[src/hw/stm_pkg.sv]
`default_nettype none

package stm_pkg;

  // The system time counts fine ticks and the timer works on coarser units
  localparam int SYS_TIME_W = 64;
  localparam int TIME_SHIFT = 8;
  localparam int DIVIDEND_W = SYS_TIME_W - TIME_SHIFT;

  localparam int FREQ_DIV_W = 16;
  localparam int CYCLE_W = 13;
  localparam int IDX_W = 13;

  localparam int NUM_SEGMENT_DEFAULT = 2;
  localparam int SEG_W = 1;

  // Input register, one stage per quotient bit, output register
  function automatic int div_latency(input int dividend_w);
    return dividend_w + 2;
  endfunction

endpackage

`default_nettype wire

[src/hw/segment_select.sv]
`timescale 1ns/100ps
`default_nettype none

module segment_select #(
  parameter int NUM_SEGMENT = stm_pkg::NUM_SEGMENT_DEFAULT
) (
  input  logic                      CLK,
  input  logic                      arst_n,
  input  logic                      segment_req,
  input  logic [stm_pkg::SEG_W-1:0] segment_id,
  input  logic [stm_pkg::IDX_W-1:0] idx [NUM_SEGMENT],
  output logic [stm_pkg::SEG_W-1:0] active_segment,
  output logic [stm_pkg::IDX_W-1:0] active_idx
);

  import stm_pkg::*;

  logic             pending;
  logic [SEG_W-1:0] pending_id;
  logic [IDX_W-1:0] prev_idx;
  logic             wrap;
  logic             switch_now;

  assign active_idx = idx[active_segment];

  // A wrap is the first zero after a nonzero index of the active segment
  assign wrap       = (active_idx == '0) && (prev_idx != '0);
  assign switch_now = pending && wrap;

  always_ff @(posedge CLK or negedge arst_n) begin
    if (!arst_n) begin
      pending        <= 1'b0;
      active_segment <= '0;
      prev_idx       <= '0;
    end else begin
      // A new request in the switch cycle stays pending for the next wrap
      if (segment_req) begin
        pending <= 1'b1;
      end else if (switch_now) begin
        pending <= 1'b0;
      end

      if (switch_now) begin
        active_segment <= pending_id;
        prev_idx       <= idx[pending_id];
      end else begin
        prev_idx <= active_idx;
      end
    end
  end

  always_ff @(posedge CLK) begin
    if (segment_req) begin
      pending_id <= segment_id;
    end
  end

  a_switch_on_wrap: assert property (
    @(posedge CLK) disable iff (!arst_n)
    $changed(active_segment) |-> $past(switch_now)
  ) else $error("active segment changed without a pending switch at a wrap");

endmodule

`default_nettype wire

[config.mk]
export PLATFORM = sky130hd
export DESIGN_NAME = segment_select
export DESIGN_NICKNAME = d
export VERILOG_FILES = /design/src/hw/stm_pkg.sv /design/src/hw/segment_select.sv
export SDC_FILE = /design/constraint.sdc
export NUM_CORES = 1
export LEC_CHECK = 0
export BUFFER_PORTS_ARGS = -buffer_cell sky130_fd_sc_hd__buf_2
export CAP_MARGIN = 40
export CORE_MARGIN = 2
export CORE_UTILIZATION = 42
export CTS_CLUSTER_DIAMETER = 50
export DETAILED_ROUTE_END_ITERATION = 6
export PLACE_DENSITY = 0.73
export RECOVER_POWER = 25
export SKIP_CTS_REPAIR_TIMING = 1
export SLEW_MARGIN = 15
export SYNTH_ARGS = -nofsm -noshare
export SYNTH_HDL_FRONTEND = slang
export SYNTH_SLANG_ARGS = --single-unit
[constraint.sdc]
create_clock -name CLK -period 1.8 [get_ports CLK]
set_input_delay 0.36 -clock CLK [delete_from_list [all_inputs] [get_ports CLK]]
set_output_delay 0.36 -clock CLK [all_outputs]
set_load 0.02 [all_outputs]
# Word level (Yosys, flattened, before mapping)
# Index checks and enable logic that the tools add are counted.
# classes
magnitude_cmp	2
n_mux	9
bitwise_logic	2
reduce_logical	5
# op_table
operator	count
$mux 13	7
$logic_not 13->1	1
$reduce_bool 13->1	1
$ge 2x2->1 const B	2
$not 1->2	2
$logic_and 1x1->1	2
$mux 1	2
$reduce_bool 2->1	1
# word_totals
reg_bits	16
input_bits	30
elab_cells	22

# Longest topological paths before layout
# Gate-level depths: netlist of the first run.
# depth
word_depth	9
depth_mapped	6

# Least setup slack after synthesis of the first run
# No wires, ideal clock.
# synth_path
path_kind	flip-flop to flip-flop
startpoint	reg active_segment
endpoint	reg active_segment
setup_time_ns	0.125
t_arrival_ns	1.822
required_ns	1.675
slack_ns	-0.147
path_stages_with_launch	6
synth_period_minus_slack_ns	1.947
cell_sequence	dfrtp_1 > buf_6 > mux2_2 > nor4_1 > nand4_2 > mux2_4
# synth_between
elab_chain_len	7
# synth_lines
element	line_no	text
from (decl)	segment_select.sv:12	output logic [stm_pkg::SEG_W-1:0] active_segment,
from (signal assigned)	segment_select.sv:44	active_segment <= pending_id;
$not 1->2 (not written as such)	segment_select.sv:24	assign active_idx = idx[active_segment];
$mux 13 (not written as such) (3 in series)	segment_select.sv:24	
net active_idx, one bit	segment_select.sv:13	output logic [stm_pkg::IDX_W-1:0] active_idx
$logic_not 13->1	segment_select.sv:27	assign wrap = (active_idx == '0) && (prev_idx != '0);
$logic_and 1x1->1	segment_select.sv:27	
$logic_and 1x1->1	segment_select.sv:28	assign switch_now = pending && wrap;
# The timed path passes the listed nets, and every way through them passes these cells. The select of a mux whose other input is x is not followed.
# A chain may end at the register's enable or synchronous reset.

# Final worst setup path of the first run
# layout_path
startpoint	reg active_segment
endpoint	out active_idx[2] (netlist bit)
# layout_between
elab_chain_len	4
# layout_lines
element	line_no
$not 1->2 (not written as such)	segment_select.sv:24
$mux 13 (not written as such) (3 in series)	segment_select.sv:24
to (decl)	segment_select.sv:13
# Every way passes these cells. The select of a mux whose other input is x is not followed.

==> run metrics, run 1 <==
outcome=complete, no violations; Synth Instances=80; GRT Total Usage=17.56%; post-synth top area share=37.31%; drt first-iter violations=6; final worst slack=0.005740 ns; Antenna Violating Nets Remaining=0; RSZ-0062 raised after global routing=true; pre-CTS setup slack=-0.003682 ns; crit-path max cell delay=0.47 ns; Clock H-tree levels=1; port bufs=43; Min Clock Period, post-route=roughly 1.8 ns; root buf cell=clkbuf_4; Syn Nets=110; Clock Sinks=16; routed vias/inst=5.350; DRC Markers=0; CTS Buffer Depth=2; pin count of the biggest net entering global routing=16; initial core utilization=45.04%; CTS buffer count=3; min-delay src=segment_id; clock share of power=29.4%; global-route wire length before repair=3608 um; MaxCap Viol Count=0; final-layout fill cell count=about 190; area of the core=0.002233 sq mm; Pwr per Cell Area=~580 mW/mm^2; P_int=around 0.59 mW; worst-path maximum fanout=9; Reg2Reg Setup Slack=~0.0057 ns; fin. max-slew vios=0; non-filler instance count after layout=160; Worst-path clk slew=0.09 ns; post-DP HPWL=1717 um; via count=856; Hold Fails Final Rpt=0; Post-synth top cells=dfrtp_1 (15), mux2i_1 (13), mux2_2 (12); combinational share of power=21.4%; Final Cycle Share=99.68%; Crit Path Class=reg2out; number of synthesized register bits=16; Worst R2R Path Depth=5; FF-to-FF End=active_segment; Psw=0.2122 mW; final setup fails=0; # IOs=44; FF-to-FF Start=active_segment; area grow syn2layout=37.31%; P_leak=0.6662 nW; share of post-route cells with drive strength above 1=between 60% and 70%; Hold EP=pending_id; WP buf/inv=2; Area contributors post-synth=dfrtp_1 (37%), mux2_2 (13%), mux2i_1 (13%), o21bai_2 (11%), nor4_1 (3.1%); crit-path cells=buf_6 > mux2_2 > buf_2; clk_lat worst skew=about 0.28 ns; mapped cell area=0.001006 sq mm; placer congestion estimate=0.7430; DIE AREA=roughly 0.0028 sq mm; Syn Area/Cell=~13 sq um; initial antenna violation count=0; largest area contributor in the netlist=dfrtp_1; gr ovfl total=0; VDD IR max=0.3172 mV; Flop pwr share=49.2%; Yosys cell types=22; num rows=17; hold depth=1; most frequent cell after synthesis=dfrtp_1; Critical Path Sink Type=output pin; antenna fix cells=0; Post-synth EDFFs=1; nets@finish=163; Die Wd=52.94 um; slew margin rel.=roughly half; Die Y=52.94 um; Fmax achieved=0.5573 GHz; Worst EP arrival=around 1.4 ns; Main synth FF type=dfrtp_1; delay-heaviest family, CP=flip-flops; Post-Place Cells=150; CTS tree=yes; Critical Path Start Type=flip-flop; WP depth=3; Slew @ Worst Pin=0.7685 ns; yosys warns=0; Required @ worst endpoint=1.44 ns; CP max-delay cell=dfrtp_2; Final Skew=0.003206 ns; routed wire length=between 2000 and 2500 um; Net Sw Frac=26.42%; Async SR Flop Fraction=93.75%; vias in the first global route=846; sequential area share after synthesis=40.30%; Hold WC Path Type=in2reg; router iterations before antenna repair=4; wire per inst=14.23 um
==> power by group through the flow <==
stage,clock [mW],sequential [mW],combinational [mW]
2_1_floorplan,0,0.390,0.104
3_3_place_gp,0,0.403,0.160
3_5_place_dp,0,0.402,0.165
4_1_cts,0.232,0.395,0.166
5_1_grt,0.250,0.398,0.188
6_report,0.236,0.396,0.172
==> layer usage <==
layer | up-vias | GRT usage, % | share of wire [%]
met3 | 2 | 2.825 | 6.3
met1 | 406 | 21.47 | 43
met4 | 0 | 6.838 | 0.83
li1 | 411 | - | -
met2 | 37 | 30.63 | 50
met5 | - | 0 | 0
==> cells by family after synthesis <==
family	share of synthesized area (%)
simple gates	10.32
compound gates	16.29
buf+inv	3.731
mux	29.35
flops	40.30
==> how the worst max path moves through the flow <==
stage | start | endpoint
after detailed placement | idx[8] | prev_idx[12]
after floorplan | active_segment | active_segment
after CTS | active_segment | active_idx[2]
after global routing | active_segment | prev_idx[1]
after global placement | idx[8] | active_segment
final | active_segment | active_idx[2]
==> registers in the layout, indices dropped and copies added, names as in the netlist <==
signal / flops
pending: 1
active_segment: 1
prev_idx: 13
pending_id: 1
==> cell type report <==
type	instances	area, sq um	share of cell area (%)
Sequential cell	16	406.6	29.44
Multi-Input combinational cell	58	589.3	42.66
Tap cell	28	35.03	2.536
Clock buffer	4	36.28	2.627
Inverter	1	3.754	0.2717
Timing Repair Buffer	53	310.3	22.46
==> worst reg2reg max path, cell delays in order (launching register included) <==
cell	delay (ns)
dfrtp_2	0.48
buf_6	0.14
mux2_4	0.31
nor4_4	0.24
nand4_2	0.17
mux2_4	0.33
==> through the flow <==
step | hold WS, ns | util [%] | total power [mW] | area [sq um] | setup TNS [ns]
final | 0.2424 | 61.85 | 0.8035 | 1381 | 0
after global placement | 0.2719 | 56.97 | 0.5632 | 1272 | 0
after floorplan | 0.06441 | - | 0.4943 | 1026 | -0.03148
after detailed placement | 0.2734 | 56.97 | 0.5673 | 1272 | -0.003682
after CTS | -0.02771 | 58.60 | 0.7926 | 1309 | -0.5057
after global routing | 0.2458 | 61.85 | 0.8353 | 1381 | -0.8063
==> placed cells by master (no fill, tap or decap), drive strengths merged <==
master	synthesis	final
inv	1	1
buf	3	50
nand4	3	3
o22ai	1	1
nor3b	1	1
nor2	1	1
dfrtp	15	15
edfxtp	1	1
clkbuf	2	6
a22o	1	1
nor3	3	3
o21bai	13	13
a21o	1	1
dlygate4sd3	0	1
mux2i	13	13
or4	1	1
mux2	14	14
or4b	1	1
nor4	5	5
No activity file was read; power rests on OpenSTA's default activity.
==> run 2: changes to the inputs <==
--- a/config.mk
+++ b/config.mk
@@ -7,12 +7,14 @@
 export LEC_CHECK = 0
 export BUFFER_PORTS_ARGS = -buffer_cell sky130_fd_sc_hd__buf_2
 export CAP_MARGIN = 40
+export CORE_ASPECT_RATIO = 1.25
 export CORE_MARGIN = 2
 export CORE_UTILIZATION = 42
 export CTS_CLUSTER_DIAMETER = 50
 export DETAILED_ROUTE_END_ITERATION = 6
 export PLACE_DENSITY = 0.73
 export RECOVER_POWER = 25
+export SETUP_SLACK_MARGIN = 0.4
 export SKIP_CTS_REPAIR_TIMING = 1
 export SLEW_MARGIN = 15
 export SYNTH_ARGS = -nofsm -noshare
==> run 2 against run 1 <==
Against the previous run: the run now ends with setup timing left; clock skew is 0.0023 ns higher; power up 3.3%; wire length increased by 10%; critical endpoint is now active_segment.
==> run metrics, run 2 (synthesis gave the netlist of run 1 again) <==
Final Skew=0.005505 ns (+0.002299 ns); Critical Path Start Type=flip-flop; failing checks=setup timing; crit-path cells=buf_4 > or4b_4 > o22ai_4 > nand4_4 > mux2_4; # IOs=44 (unchanged); Crit Path Class=reg2reg; worst-path maximum fanout=6 (-3); DRC Markers=0 (unchanged); Most flops, register=prev_idx; clk_lat worst skew=0.28 ns (about the same); pin count of the biggest net entering global routing=16 (unchanged); initial antenna violation count=0 (unchanged); P_int=0.6116 mW (+3.4%); Final Cycle Share=103.4% (+3.7 points); CTS tree=yes; antenna fix cells=0 (unchanged); Hold Fails Final Rpt=0 (unchanged); final-layout fill cell count=187 (-3.1%); commonest non-fill, non-tap cell in the layout=buf_2; GRT Total Usage=16.65% (-0.91 points); RSZ-0062 raised after global routing=true; area grow syn2layout=53.48%; Worst EP arrival=2.03 ns (+0.60 ns); Clock Sinks=16 (unchanged); Reg2Reg Setup Slack=-0.06 ns (-0.07 ns); clock share of power=28.1% (-1.3 points); Hold Slack=0.2438 ns (+0.001348 ns); Worst R2R Path Depth=5 (unchanged); hold depth=1 (unchanged); P_leak=0.7166 nW (+7.6%); root buf cell=clkbuf_4; Hold WC Path Type=in2reg; num rows=19 (+2); via count=858 (+0.23%); routed wire length=2508 um (+10%); Fmax achieved=0.5373 GHz (-3.6%); VDD IR max=0.3322 mV (+4.7%); CTS buffer count=3 (unchanged); FF-to-FF Start=active_segment; CTS Buffer Depth=2 (unchanged); Flop pwr share=47.7% (-1.5 points); Slew @ Worst Pin=0.7820 ns (+0.01351 ns); post-DP HPWL=1826 um (+6.3%); fin. max-slew vios=0 (unchanged); FF-to-FF End=active_segment; Worst-path clk slew=0.09 ns (about the same); min-delay src=segment_id; Die Wd=47.78 um (-9.8%); Clock H-tree levels=1 (unchanged); nets@finish=165 (+1.2%); gr ovfl total=0 (unchanged); max reg flops=13 (unchanged); share of post-route cells with drive strength above 1=64.93% (+2.0 points); final setup fails=15 (+15); wire per inst=15.20 um (+6.9%); Pwr per Cell Area=537.5 mW/mm^2 (-7.6%); Net Sw Frac=26.31% (-0.10 points); Hold EP=pending_id; vias in the first global route=797 (-5.8%); router iterations before antenna repair=5 (+1); area of the core=0.002235 sq mm (about the same); port bufs=43 (unchanged); Die Y=58.72 um (+11%); global-route wire length before repair=3284 um (-9.0%); pre-CTS setup slack=-0.02763 ns (-0.02395 ns); most frequent cells in the layout=buf_2 (30), buf_6 (16), dfrtp_1 (14), mux2i_1 (13), mux2_4 (11); slew margin rel.=47.86% (-0.90 points); routed vias/inst=5.200 (-2.8%); MaxCap Viol Count=0 (unchanged); Required @ worst endpoint=1.97 ns (+0.53 ns); placer congestion estimate=0.7060 (-5.0%); final worst slack=-0.06114 ns (-0.06688 ns); DIE AREA=0.002805 sq mm (about the same); crit-path max cell delay=0.49 ns (+0.02 ns); CP max-delay cell=or4b_4; outcome=finished with violations; Antenna Violating Nets Remaining=0 (unchanged); combinational share of power=24.3% (+2.9 points); initial core utilization=45.02% (about the same); drt first-iter violations=11 (+5); Critical Path Sink Type=flip-flop; Min Clock Period, post-route=1.861 ns (+0.06688 ns); Psw=0.2184 mW (+2.9%)
==> run 2: cell types whose count changed in the layout (fill, tap and decap cells not counted), moves of 3 or more <==
cell | previous run | this run
buf_6 | 4 | 16
buf_2 | 39 | 30
mux2_2 | 9 | 3
o21bai_2 | 10 | 7
o21bai_4 | 0 | 3
mux2_4 | 5 | 11
==> run 2: worst max-delay path by stage <==
stage	from	end	slack (ns)
finish	active_segment	active_segment	-0.06
global route	active_segment	prev_idx[5]	-0.12
CTS	active_segment	active_idx[6]	-0.1
detailed placement	idx[8]	prev_idx[12]	-0.03
global placement	idx[8]	active_segment	0.05
floorplan	active_segment	active_segment	-0.03
==> run 2: routing by layer <==
| layer | share of wire (%) | up-vias | GRT usage [%] |
|---|---|---|---|
| li1 | - | 414 | - |
| met3 | 4.8 | 8 | 0.9202 |
| met1 | 36 | 402 | 18.29 |
| met2 | 57 | 34 | 30.48 |
| met5 | 0 | - | 0 |
| met4 | 2.7 | 0 | 8.108 |
==> run 2: power groups by stage <==
stage	Clock, mW	Combinational, mW	Sequential (mW)
after detailed placement	0	0.175	0.403
final	0.233	0.202	0.396
after CTS	0.235	0.175	0.396
after global routing	0.252	0.217	0.398
after global placement	0	0.171	0.402
after floorplan	0	0.113	0.390
==> run 2: stage by stage <==
step	power (mW)	setup TNS, ns	util, %	instances	cell area (sq um)
2_1_floorplan	0.5031	-0.03013	-	80	1071
3_3_place_gp	0.5735	0	58.96	153	1318
3_5_place_dp	0.5781	-0.1289	58.96	153	1318
4_1_cts	0.8064	-0.4389	60.58	157	1354
5_1_grt	0.8666	-1.501	69.09	165	1544
6_report	0.8300	-0.2473	69.09	165	1544
==> run 2: worst max-delay path: cells and delay by family (launching register included) <==
family                 cells  cell delay [ns]
AND/OR/NAND/NOR            2             0.63
buffers and inverters      1             0.15
flip-flops                 1             0.42
AO/OA/AOI/OAI              1             0.23
multiplexers               1             0.32
==> run 2: area by class of cell <==
type	count	area [sq um]	area share [%]
multi-input combinational	58	654.4	42.38
inverter	1	3.754	0.2431
timing repair buffer	55	404.1	26.18
clock buffer	4	36.28	2.350
tap	31	38.79	2.512
sequential	16	406.6	26.34
