### src/hw/stm_pkg.sv
`default_nettype none

package stm_pkg;

  // The system time counts fine ticks and the timer works on coarser units
  localparam int SYS_TIME_W = 64;
  localparam int TIME_SHIFT = 8;
  localparam int DIVIDEND_W = SYS_TIME_W - TIME_SHIFT;

  localparam int FREQ_DIV_W = 16;
  localparam int CYCLE_W = 13;
  localparam int IDX_W = 13;

  localparam int NUM_SEGMENT_DEFAULT = 2;
  localparam int SEG_W = 1;

  // Input register, one stage per quotient bit, output register
  function automatic int div_latency(input int dividend_w);
    return dividend_w + 2;
  endfunction

endpackage

`default_nettype wire

### src/hw/sys_time_counter.sv
`timescale 1ns/100ps
`default_nettype none

module sys_time_counter #(
  parameter logic [stm_pkg::SYS_TIME_W-1:0] TIME_STEP = 1
) (
  input  logic                            CLK,
  input  logic                            arst_n,
  input  logic                            time_load,
  input  logic [stm_pkg::SYS_TIME_W-1:0]  time_value,
  output logic [stm_pkg::SYS_TIME_W-1:0]  sys_time
);

  logic [stm_pkg::SYS_TIME_W-1:0] next_time;

  // Wraps around silently at the top of the 64-bit range
  assign next_time = sys_time + TIME_STEP;

  always_ff @(posedge CLK or negedge arst_n) begin
    if (!arst_n) begin
      sys_time <= '0;
    end else if (time_load) begin
      // A load takes priority over the step in the same cycle
      sys_time <= time_value;
    end else begin
      sys_time <= next_time;
    end
  end

endmodule

`default_nettype wire

### config.mk
export PLATFORM = sky130hd
export DESIGN_NAME = sys_time_counter
export DESIGN_NICKNAME = d
export VERILOG_FILES = /design/src/hw/stm_pkg.sv /design/src/hw/sys_time_counter.sv
export SDC_FILE = /design/constraint.sdc
export NUM_CORES = 1
export LEC_CHECK = 0
export BUFFER_PORTS_ARGS = -buffer_cell sky130_fd_sc_hd__buf_2
export CAP_MARGIN = 20
export CORE_AREA = 2 2 94 96
export DETAILED_ROUTE_END_ITERATION = 12
export DIE_AREA = 0 0 96 98
export PLACE_DENSITY = 0.75
export RECOVER_POWER = 25
export REMOVE_ABC_BUFFERS = 1
export SETUP_SLACK_MARGIN = 0.05
export SYNTH_ARGS = -nofsm -noshare
export SYNTH_HDL_FRONTEND = slang
export SYNTH_SLANG_ARGS = --single-unit
### constraint.sdc
create_clock -name CLK -period 2.4 [get_ports CLK]
set_input_delay 0.36 -clock CLK [delete_from_list [all_inputs] [get_ports CLK]]
set_output_delay 0.36 -clock CLK [all_outputs]
set_load 0.01 [all_outputs]
==> Yosys cells after proc, flatten, opt, wreduce, memory -nomap -nowiden <==
Index checks and enable logic that the tools add are counted.
{ "word_totals": {"regBits": 64, "elab_cells": 3, "inputBits": 67, "output_inout_bits": 64} }
{ "op_classes": {"muxes": 1, "add_sub_neg": 1} }
{ "op_table": {"columns": ["cell", "count"], "rows": [
  ["64-bit by 1-bit adder with 64-bit output, second input constant", 1],
  ["64-bit 2-to-1 mux", 1]
]} }

==> Logic depth before layout (Yosys ltp) <==
Gate-level depths: netlist of run 1.
{ "depth": {"word_depth": 2, "depth_mapped": 7, "ltp_nobuf": 6} }

==> Least setup slack after synthesis of run 1 <==
No wires, ideal clock.
{ "synth_path": {"path_kind": "reg-to-reg", "start": "register sys_time[5] in the netlist's numbering", "end": "register sys_time[55] in the netlist's numbering", "path_buffers": 2, "path_stages_with_launch": 8, "setup_time_ns": 0.069, "slack_ns": -0.067, "required_time_ns": 2.331, "synth_period_minus_slack_ns": 2.467, "arrival_time_ns": 2.397, "cell_sequence": "dfrtp_1 > nand4_2 > or4_1 > buf_2 > or4_4 > buf_6 > or4_1 > nand3_1"} }
{ "synth_between": {"elab_chain_len": 2} }
{ "synth_lines": {"columns": ["element", "line", "text"], "rows": [
  ["start, declared", "sys_time_counter.sv:11", "output logic [stm_pkg::SYS_TIME_W-1:0] sys_time"],
  ["start signal, assigned", "sys_time_counter.sv:24", "sys_time <= time_value;"],
  ["start signal, assigned", "sys_time_counter.sv:26", "sys_time <= next_time;"],
  ["64-bit by 1-bit adder with 64-bit output", "sys_time_counter.sv:17", "assign next_time = sys_time + TIME_STEP;"],
  ["64-bit 2-to-1 mux", "sys_time_counter.sv:22", "end else if (time_load) begin"]
]} }
No other way between the ends.

==> Final worst setup path of run 1 <==
{ "layout_path": {"start": "register sys_time[10] in the netlist's numbering", "end": "register sys_time[63] in the netlist's numbering"} }
Same word-level chain as after synthesis.

==> flow_summary.toml, run 1 <==
[route]
wire_per_inst_um = 15.2
postRouteAntennaNets = 0
viasPerCell = 5.45
first_pass_iters = 4
drc = 0
drt_iter0_drc = 144
drt_wl_total_um = 10300
num_vias = 3693

[cts]
cts_tree = "built"
clk_latency_ns = 0.34
cts.sinks = 64
htree_levels = 3
clk_pin_slew_worst_paths_ns = 0.07
cts_buffers = 9
clockBufferDepth = 2
cts-root-buf = "clkbuf_8"

[floorplanning]
rows = 34
fp.dieH_um = 98
ioPinCount = 131
dieArea_um2 = 9410
fp.dieW_um = 96
start_util_pct = 43.3
design.core.area_um2 = 8470

[final_layout]
largest_register_ffs = 64
drive_gt1_share_pct = 33.0
regMostFlops = "sys_time"
num_antenna_cells = 0
largestRegisters = "sys_time x64"
fillCellCount = 807
fin_cells = 678
synthToLayoutAreaGrowth_pct = 31.1
final_nets = 633
utilization_pct = 56.7

[synthesis]
ys_seq_area_share_pct = 43.7
synth_top_cell_area_share_pct = 43.7
synth_commonest_cells = "66 x nand2_1, 64 x dfrtp_1, 53 x o21ai_0"
async_flop_share_pct = 100
synth_most_common_cell = "nand2_1"
synth-main-ff-cell = "dfrtp_1"
synth.avg_cell_area_um2 = 8.78
synth_area_um2 = 3660
synthDistinctLibCells = 36
yosys_warnings = 0
yosys.area.top_type = "dfrtp_1"
netlist_instances = 417
ys_ff_latch = 64
synth_edf_count = 0
synthTopCellsByArea = "dfrtp_1 44%, o21ai_0 7.2%, nand2_1 6.8%, xor2_1 6.7%, nand4_1 4.3%"

[worst_setup_path]
crit_arrival_ns = 2.49
crit_chain = "nand4_4 > or4_4 > or4_4 > buf_4 > mux2i_1 > nand3_1"
cp_max_fo = 6
crit_path_start = "sys_time[10]"
slowest_delay_ns = 0.57
cp-end-kind = "flop"
path_common_cell = "or4_4"
slowest_stage = "or4_4"
startpoint_type = "flop"
r2r-start = "sys_time[10]"
critPathKind = "reg2reg"
crit_required_ns = 2.62

[timing]
worst_slew_pin_slew_ns = 1.63
skew_ns = 0.00590
slew_viol_final = 65
timing.final.crit_share_pct = 94.6
fin_ws_ns = 0.131
rsz0062_at_grt = "yes"
relSlewSlack_pct = -8.47
layout_min_cycle_time_ns = 2.27
finalHoldViolCount = 0
setup_viol = 0
max_freq_mhz = 441

[power]
netSwitchingPower_w = 0.000829
p_int_w = 0.00189
powerDensity_nw_per_um2 = 566
p_leak_nw = 2.14
vdd.ir_drop.worst_mv = 0.380
clock_power_share_pct = 31.7
seq_power_share_pct = 48.5
p_sw_share_pct = 30.5
p_comb_share_pct = 19.9

[grt]
use_met2_pct = 34.8
grt_util_all_layers_pct = 22.4
antenna_found_initial = 0
use_met1_pct = 30.4
grt_pass1_vias = 3547
grt_max_degree = 65
grt_overflow = 0
use_met3_pct = 5.09
gr-max-usage-layer = "met2"
grt_pass1_wl_um = 16700

[run_status]
run_status = "finished with violations"
violations = "capacitance limit, slew limit"

[job]
max_cap_violations = 1

[placement]
post-dp-hpwl_um = 7720
place.gp.congestion = 0.826
io_buffer_count = 130
numPlacedInstances = 658
pre_cts_ws_ns = 0.0739

[worst_hold_path]
hold_path_class = "in2reg"
min-delay-start = "time_value[24]"
## stage by stage
step           total power (W)  hold WS, ns  area, um^2  setup TNS (ns)
6_report               0.00272        0.224        4800               0
5_1_grt                0.00286        0.233        4800               0
4_1_cts                0.00273        0.212        4740               0
3_5_place_dp           0.00187        0.532        4560               0
3_3_place_gp           0.00185        0.516        4560               0
2_1_floorplan          0.00156       0.0644        3570           -2.35
## worst max-delay path, delay by kind of cell, from the launching register on
kind | cells | cell delay [ns]
DFF | 1 | 0.43
buffers and inverters | 1 | 0.20
and+or+nand+nor | 4 | 1.36
muxes | 1 | 0.16
## what timing repair did
| action | in CTS | in global routing |
|---|---|---|
| gates resized for setup | 0 | 8 |
| setup endpoints to repair | 0 | 15 |
| setup buffers | 0 | 4 |
| endpoints found under the hold margin | 0 | 0 |
| hold buffers | 0 | 0 |
## power groups by stage
stage                     Clock [W]  Sequential (W)  Combinational [W]
after detailed placement          0         0.00133           0.000536
after CTS                  0.000882         0.00131           0.000539
after global routing       0.000924         0.00134           0.000601
after floorplan                   0         0.00137           0.000190
final                      0.000861         0.00132           0.000540
after global placement            0         0.00132           0.000526
## area by class of cell
type                    count  area, um^2  share of cell area, %
clock buffers              13         169                   3.52
multi-input cells         326        1990                   41.5
repair buffers            160         873                   18.2
clock inverters             3        15.0                  0.313
inverters                   4        15.0                  0.313
flip-flops and latches     64        1600                   33.4
well taps                 108         135                   2.81
## logic make-up after synthesis
logic type | synth area share [%]
xor gates and xnor gates | 10.8
DFF | 43.7
AOI/OAI and AO/OA | 11.1
and+or+nand+nor | 29.7
adders and majority gates | 0.342
buffers and inverters | 3.01
muxes | 1.40
## per-layer routing
metal	routed length (um)	vias to the layer above
met4	214	0
met5	0	-
li1	-	1808
met2	4710	145
met1	4510	1724
met3	866	16
## placed cells by master, fill, tap and decap left out, types with 3 or more instances in the layout
cell	synthesis	layout
buf_2	1	129
nand2_1	66	66
dfrtp_1	64	62
o21ai_0	53	53
buf_4	0	29
xor2_1	28	28
nand4_1	25	25
nand3_1	24	23
nor2_1	17	17
xnor2_1	17	17
and3_1	13	13
clkbuf_8	0	12
and4_1	11	11
a31oi_1	9	9
nor4_1	9	8
or3_1	7	7
nor2b_1	6	6
nor3_1	7	5
and2_1	4	4
or4_1	5	4
mux2i_1	4	4
a22oi_1	3	3
inv_1	3	3
a221o_1	3	3
clkinv_2	0	3
## path summary, 6_finish.rpt
check	end	cells past startpoint	slack, ns
min	sys_time[24]	3	0.22
max	sys_time[63]	6	0.13
min in group asynchronous	sys_time[63]	2	0.50
min reg2reg	sys_time[0]	1	0.54
max in group asynchronous	sys_time[43]	2	0.81
max reg2reg	sys_time[63]	6	0.13
(Power assumes the default switching activity.)
==> inputs of run 2 (changes only) <==
--- a/config.mk
+++ b/config.mk
@@ -10,7 +10,7 @@
 export CORE_AREA = 2 2 94 96
 export DETAILED_ROUTE_END_ITERATION = 12
 export DIE_AREA = 0 0 96 98
-export PLACE_DENSITY = 0.75
+export PLACE_DENSITY_LB_ADDON = 0.05
 export RECOVER_POWER = 25
 export REMOVE_ABC_BUFFERS = 1
 export SETUP_SLACK_MARGIN = 0.05
==> constraint.sdc (replaced) <==
create_clock -name CLK -period 2.4 [get_ports CLK]
set_input_delay 0.12 -clock CLK [delete_from_list [all_inputs] [get_ports CLK]]
set_output_delay 0.12 -clock CLK [all_outputs]
set_load 0.01 [all_outputs]
==> run 2 against run 1 <==
  * The run now ends clean
  * Clock power grew 18%
  * Utilization grew 5.4 points
  * Cell count rose by 6.5%
  * Count of clock-buffer cells in the layout fell by 4
  * Via count is 1.5% higher
  * Clock skew grew 0.0020 ns
  * Die area unchanged
  * Design area increased by 9.5%
  * Global-route usage increased by 0.38 points
  * Worst setup slack got worse by 0.020 ns
  * Total power rose by 7.6%
==> flow_summary.toml, run 2 (same netlist as run 1, synthesis figures left out) <==
[floorplanning]
fp.dieH_um = 98
design.core.area_um2 = 8470
start_util_pct = 43.3
rows = 34
dieArea_um2 = 9410
ioPinCount = 131
fp.dieW_um = 96

[route]
postRouteAntennaNets = 0
viasPerCell = 5.19
num_vias = 3749
first_pass_iters = 5
drt_wl_total_um = 10400
drc = 0
wire_per_inst_um = 14.4
drt_iter0_drc = 148

[worst_setup_path]
slowest_stage = "or3_2"
cp-end-kind = "flop"
slowest_delay_ns = 0.57
crit_required_ns = 2.60
critPathKind = "reg2reg"
crit_arrival_ns = 2.49
startpoint_type = "flop"
cp_max_fo = 5
crit_chain = "ha_1 > nand3_1 > or3_2 > nor4_1 > xnor2_1 > o21ai_0"

[final_layout]
final_common_cell = "buf_2"
num_antenna_cells = 0
drive_gt1_share_pct = 29.8
final_area_um2 = 5260
largestRegisters = "sys_time x64"
fillCellCount = 757
multiInputGateArea_um2 = 1980
synthToLayoutAreaGrowth_pct = 43.6
largest_register_ffs = 64
fin_cells = 722
regMostFlops = "sys_time"
seq_area_um2 = 1600
final_nets = 677
final_cell_mix = "125 x buf_2, 66 x nand2_1, 63 x dfrtp_1"

[timing]
max_freq_mhz = 437
worst_slew_pin_slew_ns = 0.769
hold_slack_ns = 0.00243
rsz0062_at_grt = "yes"
skew_ns = 0.00792
setup_viol = 0
relSlewSlack_pct = 48.7
timing.final.crit_share_pct = 95.4
slew_viol_final = 0
layout_min_cycle_time_ns = 2.29
finalHoldViolCount = 0

[power]
powerDensity_nw_per_um2 = 556
seq_power_share_pct = 44.8
clock_power_share_pct = 35.1
p_comb_share_pct = 20.2
p_leak_nw = 2.34
p_int_w = 0.00206
vdd.ir_drop.worst_mv = 0.297
p_sw_share_pct = 29.5
netSwitchingPower_w = 0.000862

[cts]
cts_tree = "built"
clk_latency_ns = 0.34
cts_buffers = 9
htree_levels = 3
clk_pin_slew_worst_paths_ns = 0.07
clockBufferDepth = 2
cts.sinks = 64
cts-root-buf = "clkbuf_8"

[job]
max_cap_violations = 0

[placement]
place_area_um2 = 4580
io_buffer_count = 130
place.gp.congestion = 0.805
numPlacedInstances = 661
post-dp-hpwl_um = 7480

[run_status]
run_status = "completed"

[grt]
grt_overflow = 0
grt_max_degree = 55
grt_util_all_layers_pct = 22.8
grt_pass1_vias = 3642
grt_pass1_wl_um = 17100
antenna_found_initial = 0

[worst_hold_path]
hold_path_class = "in2reg"
-- run 2: changes by cell type in the layout (fill, tap and decap cells not counted), sizes merged --
cell / delta
clkinvlp: +3
bufinv: +2
clkinv: -1
dlygate4sd3: +43
buf: -3
-- run 2: layout make-up --
cell class	instances	area share (%)
clock buffer	9	2.36
clock inverter	7	1.83
inverter	4	0.286
multi-input combinational	326	37.6
sequential	64	30.5
tap	108	2.57
timing repair buffer	204	24.8
-- run 2: what timing repair did --
action	in CTS	in global routing
setup buffers	0	2
hold endpoints to repair	54	0
hold buffers	43	0
setup endpoints to repair	0	9
resized for setup	0	5
-- run 2: stage by stage --
| step | setup TNS (ns) | utilization [%] | total power (W) | worst slack [ns] |
|---|---|---|---|---|
| 5_1_grt | 0 | 62.1 | 0.00309 | 0.0107 |
| 3_5_place_dp | 0 | 54.1 | 0.00187 | 0.114 |
| 4_1_cts | 0 | 61.8 | 0.00295 | 0.0842 |
| 3_3_place_gp | 0 | 54.1 | 0.00185 | 0.166 |
| 6_report | 0 | 62.1 | 0.00292 | 0.111 |
| 2_1_floorplan | -2.35 | - | 0.00156 | -0.350 |
-- run 2: routing by layer --
layer / vias to the layer above / part of all wire, % / track usage, %
li1: 1895 / - / -
met5: - / 0 / 0
met2: 93 / 48 / 37.3
met4: 0 / 0.49 / 5.93
met3: 4 / 4.9 / 4.24
met1: 1757 / 47 / 30.9
-- run 2: power by group through the flow --
stage                     registers [W]  clock network (W)  logic (W)
after floorplan                 0.00137                  0   0.000190
after global placement          0.00132                  0   0.000532
after detailed placement        0.00133                  0   0.000538
after CTS                       0.00131            0.00105   0.000594
after global routing            0.00133            0.00111   0.000661
final                           0.00131            0.00102   0.000590
-- run 2: critical path: cells and delay by family, from the launching register on --
family | cells | cell delay (ns)
DFF | 1 | 0.43
AOI/OAI and AO/OA | 1 | 0.08
adders and majority gates | 1 | 0.21
and+or+nand+nor | 3 | 1.27
xor gates and xnor gates | 1 | 0.16
-- run 2: final timing paths --
| check | cells after the start | end | slack [ns] | start |
|---|---|---|---|---|
| setup / recovery | 6 | sys_time[34] | 0.11 | sys_time[0] |
| hold / removal | 3 | sys_time[42] | 0.002 | time_value[42] |
| hold reg to reg | 1 | sys_time[0] | 0.57 | sys_time[0] |
| min in group asynchronous | 2 | sys_time[20] | 0.36 | arst_n |
| setup reg to reg | 6 | sys_time[34] | 0.11 | sys_time[0] |
| max in group asynchronous | 3 | sys_time[55] | 0.81 | arst_n |
==> inputs of run 3 (changes only) <==
--- a/config.mk
+++ b/config.mk
@@ -5,7 +5,7 @@
 export SDC_FILE = /design/constraint.sdc
 export NUM_CORES = 1
 export LEC_CHECK = 0
-export BUFFER_PORTS_ARGS = -buffer_cell sky130_fd_sc_hd__buf_2
+export BUFFER_PORTS_ARGS = -buffer_cell sky130_fd_sc_hd__buf_4
 export CAP_MARGIN = 20
 export CORE_AREA = 2 2 94 96
 export DETAILED_ROUTE_END_ITERATION = 12
==> run 3 against run 2 <==
  * The run now ends with capacitance limit, slew limit left
  * Design area grew 2.2%
  * Die area is the same
  * Wire length grew 3.8%
  * Sequential share of layout area decreased by 0.69 points
  * First-iteration DRC count rose by 4.7%
  * Global-route usage increased by 1.1 points
  * Total power decreased by 1.1%
  * Utilization up 1.4 points
  * Register-to-register slack better by 0.06 ns
  * Worst setup slack gained 0.062 ns
  * Sequential power is essentially flat
  * Hold slack gained 0.0043 ns
  * Largest cell class unchanged
  * Largest power group unchanged
==> flow_summary.toml, run 3 (same netlist as run 1, synthesis figures left out) <==
[route]
viasPerCell = 5.29
num_vias = 3809
postRouteAntennaNets = 0
drt_iter0_drc = 155
first_pass_iters = 4
wire_per_inst_um = 15.0
drt_wl_total_um = 10800
drc = 0

[final_layout]
largestRegisters = "sys_time x64"
regMostFlops = "sys_time"
final_common_cell = "buf_4"
seq_area_um2 = 1600
final_nets = 675
drive_gt1_share_pct = 22.4
synthToLayoutAreaGrowth_pct = 46.8
fin_cells = 720
multiInputGateArea_um2 = 1970
fillCellCount = 780
final_cell_mix = "113 x buf_4, 66 x nand2_1, 64 x dfrtp_1"
largest_register_ffs = 64
num_antenna_cells = 0

[cts]
htree_levels = 3
clockBufferDepth = 2
cts_buffers = 9
clk_latency_ns = 0.34
cts.sinks = 64
clk_pin_slew_worst_paths_ns = 0.07
cts-root-buf = "clkbuf_8"
cts_tree = "built"

[grt]
grt_overflow = 0
grt_max_degree = 66
grt_util_all_layers_pct = 23.9
grt_pass1_wl_um = 17800
grt_pass1_vias = 3702
antenna_found_initial = 0

[timing]
relSlewSlack_pct = -9.01
timing.final.crit_share_pct = 92.8
rsz0062_at_grt = "no"
skew_ns = 0.0114
layout_min_cycle_time_ns = 2.23
setup_viol = 0
fin_tns_setup_ns = 0
finalHoldViolCount = 0
worst_slew_pin_slew_ns = 1.64
slew_viol_final = 65
max_freq_mhz = 449

[floorplanning]
fp.dieW_um = 96
ioPinCount = 131
design.core.area_um2 = 8470
rows = 34
start_util_pct = 43.3
dieArea_um2 = 9410
fp.dieH_um = 98

[worst_setup_path]
crit_chain = "nand4_2 > or4_4 > or4_4 > buf_4 > mux2i_1 > nand3_1"
path_common_cell = "or4_4"
cp-end-kind = "flop"
startpoint_type = "flop"
critical_path.top_delay_family = "simple AND/OR/NAND/NOR gates"
crit_arrival_ns = 2.44
cp_max_fo = 5
critPathKind = "reg2reg"
critPathBufInv = 1
slowest_delay_ns = 0.58
crit_required_ns = 2.61
slowest_stage = "or4_4"
rrSetupSlack_ns = 0.17

[worst_hold_path]
hold_path_class = "in2reg"

[placement]
post-dp-hpwl_um = 7490
numPlacedInstances = 660
io_buffer_count = 130
place.gp.congestion = 0.812

[power]
powerDensity_nw_per_um2 = 538
vdd.ir_drop.worst_mv = 0.401
p_leak_nw = 2.27
finalPower_w = 0.00289

[job]
max_cap_violations = 1

[run_status]
run_status = "finished with violations"
violations = "capacitance limit, slew limit"
-- run 3: changes by cell type in the layout (fill, tap and decap cells not counted), sizes merged --
| cell | previous run | this run |
|---|---|---|
| clkinvlp | 3 | 0 |
| buf | 155 | 113 |
| bufinv | 2 | 1 |
| clkbuf | 15 | 59 |
-- run 3: final timing paths --
check	startpoint	endpoint	cells past startpoint
max	sys_time[9]	sys_time[59]	6
min reg2reg	sys_time[0]	sys_time[0]	1
max in group asynchronous	arst_n	sys_time[7]	2
min in group asynchronous	arst_n	sys_time[22]	2
max reg2reg	sys_time[9]	sys_time[59]	6
min	time_value[33]	sys_time[33]	3
-- run 3: final cells by class --
class,count,area share [%]
tap,108,2.51
inverter,4,0.279
clock buffer,13,2.96
clock inverter,3,0.745
multi-input combinational,326,36.7
timing repair buffer,202,27.0
sequential,64,29.8
-- run 3: timing repair --
| action | in CTS | in global routing |
|---|---|---|
| buffers inserted | 0 | 1 |
| hold endpoints to repair | 106 | 0 |
| hold buffers | 43 | 0 |
| gates resized for setup | 0 | 3 |
| setup endpoints to repair | 0 | 6 |
-- run 3: per-layer routing --
layer | wire length, um | vias to the layer above | track usage [%]
met5 | 0 | - | 0
met4 | 199 | 0 | 8.57
met3 | 520 | 15 | 5.25
met2 | 5220 | 103 | 38.0
met1 | 4850 | 1798 | 31.9
li1 | - | 1893 | -
-- run 3: power breakdown --
part | leakage [nW] | internal [W] | switching, W
Clock | 0.103 | 0.000535 | 0.000419
Sequential | 0.759 | 0.00118 | 0.000127
Combinational | 1.41 | 0.000321 | 0.000305
Total | 2.27 | 0.00204 | 0.000852
-- run 3: through the flow --
step	setup WS (ns)	util [%]	hold WS, ns	cell area [um^2]
5_1_grt	0.0689	63.5	0.00453	5380
4_1_cts	0.0953	65.2	0.00106	5520
2_1_floorplan	-0.350	-	-0.176	3570
6_report	0.173	63.5	0.00678	5380
3_5_place_dp	0.104	57.8	0.280	4890
3_3_place_gp	0.166	57.8	0.284	4890
-- run 3: worst register-to-register path: stages, from the launching register on --
cell,delay [ns]
dfrtp_1,0.36
nand4_2,0.16
or4_4,0.58
or4_4,0.55
buf_4,0.19
mux2i_1,0.16
nand3_1,0.10
